--- config.mk ---
export PLATFORM = sky130hd
export DESIGN_NAME = mpmc_top
export DESIGN_NICKNAME = d
export VERILOG_FILES = /design/src/rtl/mpmc_pkg.sv /design/src/rtl/mpmc_top.sv /design/src/rtl/mpmc_mem_port.sv /design/src/rtl/mpmc_strip_buf.sv /design/src/rtl/mpmc_req_strip_cnt.sv /design/src/rtl/mpmc_ctrl.sv /design/src/rtl/mpmc_apb_regs.sv
export SDC_FILE = /design/constraint.sdc
export NUM_CORES = 1
export LEC_CHECK = 0
export ABC_AREA = 1
export BUFFER_PORTS_ARGS = -buffer_cell sky130_fd_sc_hd__buf_2
export CORE_ASPECT_RATIO = 1.25
export CORE_MARGIN = 4
export CORE_UTILIZATION = 40
export CTS_CLUSTER_SIZE = 16
export DETAILED_ROUTE_END_ITERATION = 10
export PLACE_DENSITY_LB_ADDON = 0.12
export SYNTH_ARGS = -nofsm -noshare
export SYNTH_HDL_FRONTEND = slang
export SYNTH_HIERARCHICAL = 1
export SYNTH_SLANG_ARGS = --single-unit
export TNS_END_PERCENT = 10
--- constraint.sdc ---
create_clock -name clk -period 9.6 [get_ports clk]
set_clock_uncertainty 0.15 [all_clocks]
set_input_delay 0.96 -clock clk [delete_from_list [all_inputs] [get_ports clk]]
set_output_delay 0.96 -clock clk [all_outputs]
set_load 0.01 [all_outputs]
--- src/rtl/mpmc_pkg.sv ---
package mpmc_pkg;

	// ====================
	// Control state
	// ====================

	// Burst sequencing states shared by the FSM, the counter and the memory port
	typedef enum logic [2:0] {
		IDLE,
		PRESET,
		WRITE_DATA,
		READ_DATA,
		DONE
	} mpmc_state_t;

	// ====================
	// Bus and burst types
	// ====================

	// Width of the last-strip index field in the burst setup
	localparam int NUM_W = 6;

	// One command word toward the memory, with the address kept at full width
	typedef struct packed {
		logic        valid;
		logic        we;
		logic [31:0] addr;
		logic [31:0] wdata;
	} mem_cmd_t;

	// Burst setup latched when the host starts a burst (dir set means read)
	typedef struct packed {
		logic             dir;
		logic [NUM_W-1:0] num_strips;
		logic [31:0]      base;
	} burst_cfg_t;

	// APB request as the host drives it
	typedef struct packed {
		logic        psel;
		logic        penable;
		logic        pwrite;
		logic [7:0]  paddr;
		logic [31:0] pwdata;
	} apb_req_t;

	// APB response back to the host
	typedef struct packed {
		logic [31:0] prdata;
		logic        pready;
		logic        pslverr;
	} apb_rsp_t;

	// Buffer word i sits at BUF_BASE + 4*i in the register map
	localparam logic [7:0] REG_CTRL   = 8'h00;
	localparam logic [7:0] REG_BASE   = 8'h04;
	localparam logic [7:0] REG_STATUS = 8'h08;
	localparam logic [7:0] BUF_BASE   = 8'h40;

	// Bit positions inside the control and status words
	localparam int CTRL_GO      = 0;
	localparam int CTRL_DIR     = 1;
	localparam int CTRL_NUM_LSB = 8;
	localparam int STAT_BUSY    = 0;
	localparam int STAT_DONE    = 1;
	localparam int STAT_CNT_LSB = 8;

endpackage
--- src/rtl/mpmc_top.sv ---
`timescale 1ns/1ps

module mpmc_top #(
	parameter int STRIP_CNT_W = 4,
	parameter int ADDR_W      = 8
) (
	input  logic               clk,
	input  logic               rst,
	input  mpmc_pkg::apb_req_t apb_req,
	output mpmc_pkg::apb_rsp_t apb_rsp,
	output mpmc_pkg::mem_cmd_t mem_cmd,
	input  logic               wdf_rdy,
	input  logic               rdy,
	input  logic [31:0]        rdata
);
	import mpmc_pkg::*;

	// ====================
	// Internal nets
	// ====================

	logic                   go;
	burst_cfg_t             cfg;
	mpmc_state_t            state;
	logic                   busy;
	logic                   done_set;
	logic [STRIP_CNT_W-1:0] strip_cnt;
	logic                   xfer;
	logic                   burst_end;

	// Host side of the buffer
	logic                   host_we;
	logic [STRIP_CNT_W-1:0] host_addr;
	logic [31:0]            host_wdata;
	logic [31:0]            host_rdata;

	// Memory side of the buffer, addressed by the strip counter
	logic                   mem_we;
	logic [31:0]            mem_wdata;
	logic [31:0]            mem_rdata;

	mpmc_apb_regs #(.STRIP_CNT_W(STRIP_CNT_W)) mpmc_apb_regs_inst (
		.clk(clk), .rst(rst), .apb_req(apb_req), .apb_rsp(apb_rsp),
		.busy(busy), .done_set(done_set), .strip_cnt(strip_cnt),
		.go(go), .cfg(cfg), .buf_we(host_we), .buf_addr(host_addr),
		.buf_wdata(host_wdata), .buf_rdata(host_rdata)
	);

	mpmc_ctrl mpmc_ctrl_inst (
		.clk(clk), .rst(rst), .go(go), .dir(cfg.dir), .burst_end(burst_end),
		.state(state), .busy(busy), .done_set(done_set)
	);

	mpmc_req_strip_cnt #(.STRIP_CNT_W(STRIP_CNT_W)) mpmc_req_strip_cnt_inst (
		.clk(clk), .state(state), .wdf_rdy(wdf_rdy), .rdy(rdy),
		.num_strips(cfg.num_strips), .strip_cnt(strip_cnt), .xfer(xfer),
		.burst_end(burst_end)
	);

	mpmc_strip_buf #(.STRIP_CNT_W(STRIP_CNT_W)) mpmc_strip_buf_inst (
		.clk(clk), .host_we(host_we), .host_addr(host_addr),
		.host_wdata(host_wdata), .host_rdata(host_rdata),
		.mem_we(mem_we), .mem_addr(strip_cnt), .mem_wdata(mem_wdata),
		.mem_rdata(mem_rdata)
	);

	mpmc_mem_port #(.STRIP_CNT_W(STRIP_CNT_W), .ADDR_W(ADDR_W)) mpmc_mem_port_inst (
		.clk(clk), .rst(rst), .state(state), .cfg(cfg), .strip_cnt(strip_cnt),
		.xfer(xfer), .buf_rdata(mem_rdata), .rdata(rdata), .mem_cmd(mem_cmd),
		.buf_we(mem_we), .buf_wdata(mem_wdata)
	);

endmodule

--- src/rtl/mpmc_mem_port.sv ---
`timescale 1ns/1ps

module mpmc_mem_port #(
	parameter int STRIP_CNT_W = 4,
	parameter int ADDR_W      = 8
) (
	input  logic                   clk,
	input  logic                   rst,
	input  mpmc_pkg::mpmc_state_t  state,
	input  mpmc_pkg::burst_cfg_t   cfg,
	input  logic [STRIP_CNT_W-1:0] strip_cnt,
	input  logic                   xfer,
	input  logic [31:0]            buf_rdata,
	input  logic [31:0]            rdata,
	output mpmc_pkg::mem_cmd_t     mem_cmd,
	output logic                   buf_we,
	output logic [31:0]            buf_wdata
);
	import mpmc_pkg::*;

	logic              valid;
	logic              data_state;
	logic              last;
	logic [ADDR_W-1:0] addr_low;

	assign data_state = (state == WRITE_DATA) || (state == READ_DATA);
	assign last       = ({{(NUM_W-STRIP_CNT_W){1'b0}}, strip_cnt} == cfg.num_strips);

	// Valid rises out of PRESET so it lines up with the first data cycle
	// and drops right after the last strip completes
	always_ff @(posedge clk) begin
		if (rst)
			valid <= 1'b0;
		else
			valid <= (state == PRESET) || (data_state && !(xfer && last));
	end

	// Strip address wraps within the memory port's address range
	assign addr_low = cfg.base[ADDR_W-1:0] + {{(ADDR_W-STRIP_CNT_W){1'b0}}, strip_cnt};

	// Command fields only move on a handshake, which keeps them stable under stall
	always_comb begin
		mem_cmd.valid = valid;
		mem_cmd.we    = !cfg.dir;
		mem_cmd.addr  = {{(32-ADDR_W){1'b0}}, addr_low};
		mem_cmd.wdata = buf_rdata;
	end

	// Read data lands in the buffer at the current strip in the handshake cycle
	assign buf_we    = xfer && (state == READ_DATA);
	assign buf_wdata = rdata;

endmodule

--- src/rtl/mpmc_strip_buf.sv ---
`timescale 1ns/1ps

module mpmc_strip_buf #(
	parameter int STRIP_CNT_W = 4
) (
	input  logic                   clk,
	input  logic                   host_we,
	input  logic [STRIP_CNT_W-1:0] host_addr,
	input  logic [31:0]            host_wdata,
	output logic [31:0]            host_rdata,
	input  logic                   mem_we,
	input  logic [STRIP_CNT_W-1:0] mem_addr,
	input  logic [31:0]            mem_wdata,
	output logic [31:0]            mem_rdata
);

	// One word per strip
	logic [31:0] words [2**STRIP_CNT_W];

	// ====================
	// Write port
	// ====================

	// Host and memory never write together, since host access is refused while busy
	// One shared write port is enough and the memory side wins by order only
	always_ff @(posedge clk) begin
		if (mem_we)
			words[mem_addr] <= mem_wdata;
		else if (host_we)
			words[host_addr] <= host_wdata;
	end

	// ====================
	// Read ports
	// ====================

	// Host reads are combinational to keep APB at zero wait states
	assign host_rdata = words[host_addr];

	// Write data for the memory follows the strip index in the same cycle
	assign mem_rdata = words[mem_addr];

endmodule

--- src/rtl/mpmc_req_strip_cnt.sv ---
`timescale 1ns/1ps

module mpmc_req_strip_cnt #(
	parameter int STRIP_CNT_W = 4
) (
	input  logic                         clk,
	input  mpmc_pkg::mpmc_state_t        state,
	input  logic                         wdf_rdy,
	input  logic                         rdy,
	input  logic [mpmc_pkg::NUM_W-1:0]   num_strips,
	output logic [STRIP_CNT_W-1:0]       strip_cnt,
	output logic                         xfer,
	output logic                         burst_end
);
	import mpmc_pkg::*;

	logic             on;
	logic [NUM_W-1:0] cnt_ext;

	assign cnt_ext = {{(NUM_W-STRIP_CNT_W){1'b0}}, strip_cnt};

	// While armed the memory port holds valid high, so ready alone completes a strip
	assign xfer = on && (((state == WRITE_DATA) && wdf_rdy) || ((state == READ_DATA) && rdy));

	// Last handshake of the burst
	assign burst_end = xfer && (cnt_ext == num_strips);

	// The counter clears in IDLE and arms in PRESET
	always_ff @(posedge clk) begin
		if (state == IDLE) begin
			strip_cnt <= '0;
			on        <= 1'b0;
		end else begin
			if (state == PRESET)
				on <= 1'b1;
			if (xfer) begin
				// Hold the index on the last strip so status shows where the burst ended
				if (burst_end)
					on <= 1'b0;
				else
					strip_cnt <= strip_cnt + STRIP_CNT_W'(1);
			end
		end
	end

endmodule

--- src/rtl/mpmc_ctrl.sv ---
`timescale 1ns/1ps

module mpmc_ctrl (
	input  logic                  clk,
	input  logic                  rst,
	input  logic                  go,
	input  logic                  dir,
	input  logic                  burst_end,
	output mpmc_pkg::mpmc_state_t state,
	output logic                  busy,
	output logic                  done_set
);
	import mpmc_pkg::*;

	mpmc_state_t state_nxt;

	// ====================
	// Next state
	// ====================

	// One pass through the burst, with PRESET giving the counter a cycle to arm
	always_comb begin
		state_nxt = state;
		case (state)
			IDLE: begin
				if (go)
					state_nxt = PRESET;
			end
			PRESET: begin
				// Direction comes from the setup latched with go
				state_nxt = dir ? READ_DATA : WRITE_DATA;
			end
			WRITE_DATA: begin
				if (burst_end)
					state_nxt = DONE;
			end
			READ_DATA: begin
				if (burst_end)
					state_nxt = DONE;
			end
			DONE: begin
				state_nxt = IDLE;
			end
			default: begin
				state_nxt = IDLE;
			end
		endcase
	end

	always_ff @(posedge clk) begin
		if (rst)
			state <= IDLE;
		else
			state <= state_nxt;
	end

	// Busy covers the whole burst, DONE included, so the host sees done with busy low
	assign busy     = (state != IDLE);
	assign done_set = (state == DONE);

endmodule

--- src/rtl/mpmc_apb_regs.sv ---
`timescale 1ns/1ps

module mpmc_apb_regs #(
	parameter int STRIP_CNT_W = 4
) (
	input  logic                   clk,
	input  logic                   rst,
	input  mpmc_pkg::apb_req_t     apb_req,
	output mpmc_pkg::apb_rsp_t     apb_rsp,
	input  logic                   busy,
	input  logic                   done_set,
	input  logic [STRIP_CNT_W-1:0] strip_cnt,
	output logic                   go,
	output mpmc_pkg::burst_cfg_t   cfg,
	output logic                   buf_we,
	output logic [STRIP_CNT_W-1:0] buf_addr,
	output logic [31:0]            buf_wdata,
	input  logic [31:0]            buf_rdata
);
	import mpmc_pkg::*;

	logic        access;
	logic        wr_access;
	logic        is_buf;
	logic [7:0]  buf_off;
	logic [31:0] base;
	logic        done;
	logic [31:0] ctrl_word;
	logic [31:0] status_word;

	// The access phase is the second cycle of a transfer, and pready is always high
	assign access    = apb_req.psel && apb_req.penable;
	assign wr_access = access && apb_req.pwrite;

	// Buffer window starts at BUF_BASE and holds one word per strip
	assign buf_off = apb_req.paddr - BUF_BASE;
	assign is_buf  = (apb_req.paddr >= BUF_BASE) && (buf_off[7:2] < 2**STRIP_CNT_W);

	// A start request while a burst runs is simply dropped
	assign go = wr_access && (apb_req.paddr == REG_CTRL) && apb_req.pwdata[CTRL_GO] && !busy;

	// The memory side owns the buffer during a burst
	assign buf_we    = wr_access && is_buf && !busy;
	assign buf_addr  = buf_off[2 +: STRIP_CNT_W];
	assign buf_wdata = apb_req.pwdata;

	always_ff @(posedge clk) begin
		if (rst) begin
			base <= '0;
			cfg  <= '0;
			done <= 1'b0;
		end else begin
			if (wr_access && (apb_req.paddr == REG_BASE))
				base <= apb_req.pwdata;
			// Strip count is limited to what the buffer can hold
			if (go) begin
				cfg.dir        <= apb_req.pwdata[CTRL_DIR];
				cfg.num_strips <= {{(NUM_W-STRIP_CNT_W){1'b0}},
					apb_req.pwdata[CTRL_NUM_LSB +: STRIP_CNT_W]};
				cfg.base       <= base;
			end
			// Done stays set until the next burst is started
			if (go)
				done <= 1'b0;
			else if (done_set)
				done <= 1'b1;
		end
	end

	// Read-back words
	always_comb begin
		ctrl_word = '0;
		ctrl_word[CTRL_DIR] = cfg.dir;
		ctrl_word[CTRL_NUM_LSB +: NUM_W] = cfg.num_strips;
		status_word = '0;
		status_word[STAT_BUSY] = busy;
		status_word[STAT_DONE] = done;
		status_word[STAT_CNT_LSB +: STRIP_CNT_W] = strip_cnt;
	end

	// Read data is decoded straight from the address with zero wait states
	always_comb begin
		apb_rsp.pready  = 1'b1;
		apb_rsp.pslverr = access && is_buf && busy;
		case (apb_req.paddr)
			REG_CTRL:   apb_rsp.prdata = ctrl_word;
			REG_BASE:   apb_rsp.prdata = base;
			REG_STATUS: apb_rsp.prdata = status_word;
			default:    apb_rsp.prdata = (is_buf && !busy) ? buf_rdata : '0;
		endcase
	end

endmodule

==> impl_table.tex <==
\begin{tabular}{lr}
\hline
Metric & Value \\
\hline
\multicolumn{2}{l}{\textbf{STA}} \\
Min Tclk post-route & around 5.4 ns \\
Total count of max-transition violations in the final report & 0 \\
Timing-limited maximum frequency & between 0.15 and 0.2 GHz \\
Final setup vio count & 0 \\
Fin Setup TNS & 0 ns \\
Worst slew pin tran & between 1 and 1.5 ns \\
Min setup slack post-route & around 4.2 ns \\
Slew Limit Headroom & 0.137 \\
RSZ-0062 raised after global routing & no \\
Post-route fraction of the period consumed by the critical path & 0.560 \\
Final hold viol count & 0 \\
\multicolumn{2}{l}{\textbf{Power and ir drop}} \\
Sw frac & 0.252 \\
Switching power & between 1000 and 1500 uW \\
Internal cell power & 4090 uW \\
Leakage power of the design & between 0.015 and 0.02 uW \\
Worst IR drop on VDD & $\sim$0.00013 V \\
Share of power burned in registers & 0.498 \\
Comb power frac & 0.091 \\
Power density relative to cell area & approximately 160 nW/um\^{}2 \\
Part of the power in the clock network & 0.411 \\
\multicolumn{2}{l}{\textbf{Finish}} \\
Synth-to-Final Area Change & 6.02\% \\
Flip-flop and latch area & about 16000 sq um \\
Count of fill cells added during filler insertion & roughly 8000 \\
Post-layout nets & 4006 \\
Multi-input gate area in the final layout & 11200 sq um \\
Layout cell share with drive strength beyond 1 & 0.0909 \\
\multicolumn{2}{l}{\textbf{Detailed routing}} \\
Post-route antenna net violation count & 0 \\
Residual DRC & 0 \\
Via count & 26400 \\
Final routed wirelength across all metal layers & around 110000 microns \\
Routed wire per std cell & 21.2 microns \\
Vias per std cell & around 5.2 \\
Initial DRT Pass Iterations & 6 \\
Starting DRT DRC Count & 2597 \\
\multicolumn{2}{l}{\textbf{Clock tree}} \\
Number of sinks driven by the clock tree & around 570 \\
CTS resizes & 0 \\
Buffers from clock root to sink, at most & 3 \\
Clock latency on the worst-skew pair & between 0.6 and 0.7 ns \\
Postcts setup bufs & 0 \\
Hold Buf Count CTS & 0 \\
Deepest level of the CTS H-tree & 2 \\
Post-CTS clock slew at the launch and capture registers of the worst setup and hold paths & approximately 0.06 ns \\
Inserted Clock Buffers & 60 \\
Root cell of the clock tree & sky130\_fd\_sc\_hd\_\_clkbuf\_16 \\
TritonCTS clock tree & yes \\
\multicolumn{2}{l}{\textbf{Critical path}} \\
Worst path required time & $\sim$8.5 ns \\
Number of buffers and inverters on the critical path & 4 \\
Most frequent cell on the critical path & sky130\_fd\_sc\_hd\_\_nand3\_1 \\
Largest stage delay, worst path & between 0.8 and 0.9 ns \\
Worst path cell trace & buf\_6, inv\_4, buf\_4, nand3\_1, nand3\_1, nand3\_1, nand2\_1, nand2\_1, o211ai\_1, buf\_2 \\
CP Launch Type & input port \\
Worst Path Class, Setup & in2out \\
Slowest cell on the critical path & sky130\_fd\_sc\_hd\_\_buf\_4 \\
Arrival time at the worst endpoint & around 4.3 ns \\
Worst setup EP type & output pin \\
Crit path max fanout & 68 \\
Gate family responsible for the most delay along the worst path & buffers and inverters \\
\multicolumn{2}{l}{\textbf{Die}} \\
Chip Width & between 200 and 300 microns \\
Cell Rows & 116 \\
I/O pin count & 179 \\
Die outline height & approximately 330 microns \\
Initial Utilization & 0.404 \\
Die ar. & 85600 sq um \\
Core Box Area & 80300 sq um \\
\multicolumn{2}{l}{\textbf{Global route}} \\
Pin count of the biggest net entering global routing & 199 \\
Wire length of the first global-routing pass & 158000 microns \\
Total global routing track utilization & 0.240 \\
Initial antenna violation count & 3 \\
Number of global-route vias before repair & approximately 25000 \\
Overflow left after global routing & 0 \\
\multicolumn{2}{l}{\textbf{Synthesis}} \\
Syn Std Cell Area & about 32000 sq um \\
Average size of a mapped cell & between 8 and 9 sq um \\
Cell count after synthesis & between 4000 and 5000 \\
Number of warnings issued by yosys & 6 \\
\multicolumn{2}{l}{\textbf{Outcome}} \\
Status & completed \\
\multicolumn{2}{l}{\textbf{Placed design}} \\
I/O Buffers & 153 \\
Detailed Place HPWL & $\sim$57000 microns \\
Worst setup slack after placement & about 4.3 ns \\
Final estimated routing congestion in global placement & 0.793 \\
\multicolumn{2}{l}{\textbf{Run}} \\
Max\_cap viols & 0 \\
\multicolumn{2}{l}{\textbf{Worst hold path}} \\
Kind of path behind the tightest hold check & reg2reg \\
\hline
\end{tabular}
## layout make-up
cell class,instances,share of cell area
timing repair buffer,190,0.0316
clock inverter,34,0.00703
clock buffer,77,0.0465
tap,1062,0.0387
multi-input combinational,2475,0.327
inverter,627,0.0692
sequential,567,0.480
antenna,1,0.0000728
## final timing paths
path	depth (start not counted)	from	slack, ns	endpoint
worst max-delay path	10	apb_req[35]	4.22	apb_rsp[2]
worst min-delay path	2	mpmc_apb_regs_inst/base[14]	0.33	mpmc_apb_regs_inst/base[14]
worst max register to register	11	mpmc_ctrl_inst/state[1]	4.88	mpmc_strip_buf_inst/words[13][7]
worst min register to register	2	mpmc_apb_regs_inst/base[14]	0.33	mpmc_apb_regs_inst/base[14]
## power groups by stage
stage          registers, uW  logic [uW]  clock network (uW)
5_1_grt                 2720         550                2400
3_3_place_gp            2780         498                   0
2_1_floorplan           2770         357                   0
3_5_place_dp            2780         496                   0
4_1_cts                 2720         498                2300
6_report                2720         501                2250
## registers in the layout, summed over array words and instances (netlist names)
name,count
mpmc_req_strip_cnt_inst/strip_cnt,4
mpmc_ctrl_inst/state,3
mpmc_strip_buf_inst/words,512
mpmc_apb_regs_inst/base,32
mpmc_req_strip_cnt_inst/on,1
mpmc_apb_regs_inst/cfg,13
mpmc_mem_port_inst/valid,1
mpmc_apb_regs_inst/done,1
## metal layers
| metal | up-vias | part of all wire | track usage |
|---|---|---|---|
| met3 | 203 | 0.074 | 0.0347 |
| met2 | 1119 | 0.46 | 0.385 |
| met1 | 12500 | 0.44 | 0.338 |
| met4 | 0 | 0.033 | 0.0735 |
| li1 | 12600 | - | - |
| met5 | - | 0 | 0 |
## layout by cell type (no fill, tap or decap), drive strengths merged, types with 3 or more instances in the layout
cell,instances
conb,27
nand3b,3
bufinv,3
nor2,88
nand4,6
dfxtp,55
a21oi,54
ha,5
clkbuf,78
inv,627
mux2,32
nor3,6
edfxtp,512
nand3,971
clkinv,30
xor2,4
nand2,1240
buf,189
o21ai,33
## tightest hold or removal path, cell delays in order (launching register included)
cell and delay [ns]:
sky130_fd_sc_hd__dfxtp_1 0.33, sky130_fd_sc_hd__a21oi_1 0.04, sky130_fd_sc_hd__nor2_1 0.08
## stage by stage
stage | cell area [sq um] | std cells | hold slack [ns] | util | power (uW)
CTS | 34300 | 5032 | 0.333 | 0.428 | 5530
detailed placement | 32500 | 4921 | 0.318 | 0.405 | 3270
finish | 34400 | 5033 | 0.331 | 0.428 | 5470
floorplan | 32500 | 4047 | 0.302 | - | 3130
global route | 34300 | 5032 | 0.353 | 0.428 | 5670
global placement | 32500 | 4921 | 0.310 | 0.405 | 3280
No activity file was read; power rests on OpenSTA's default activity.
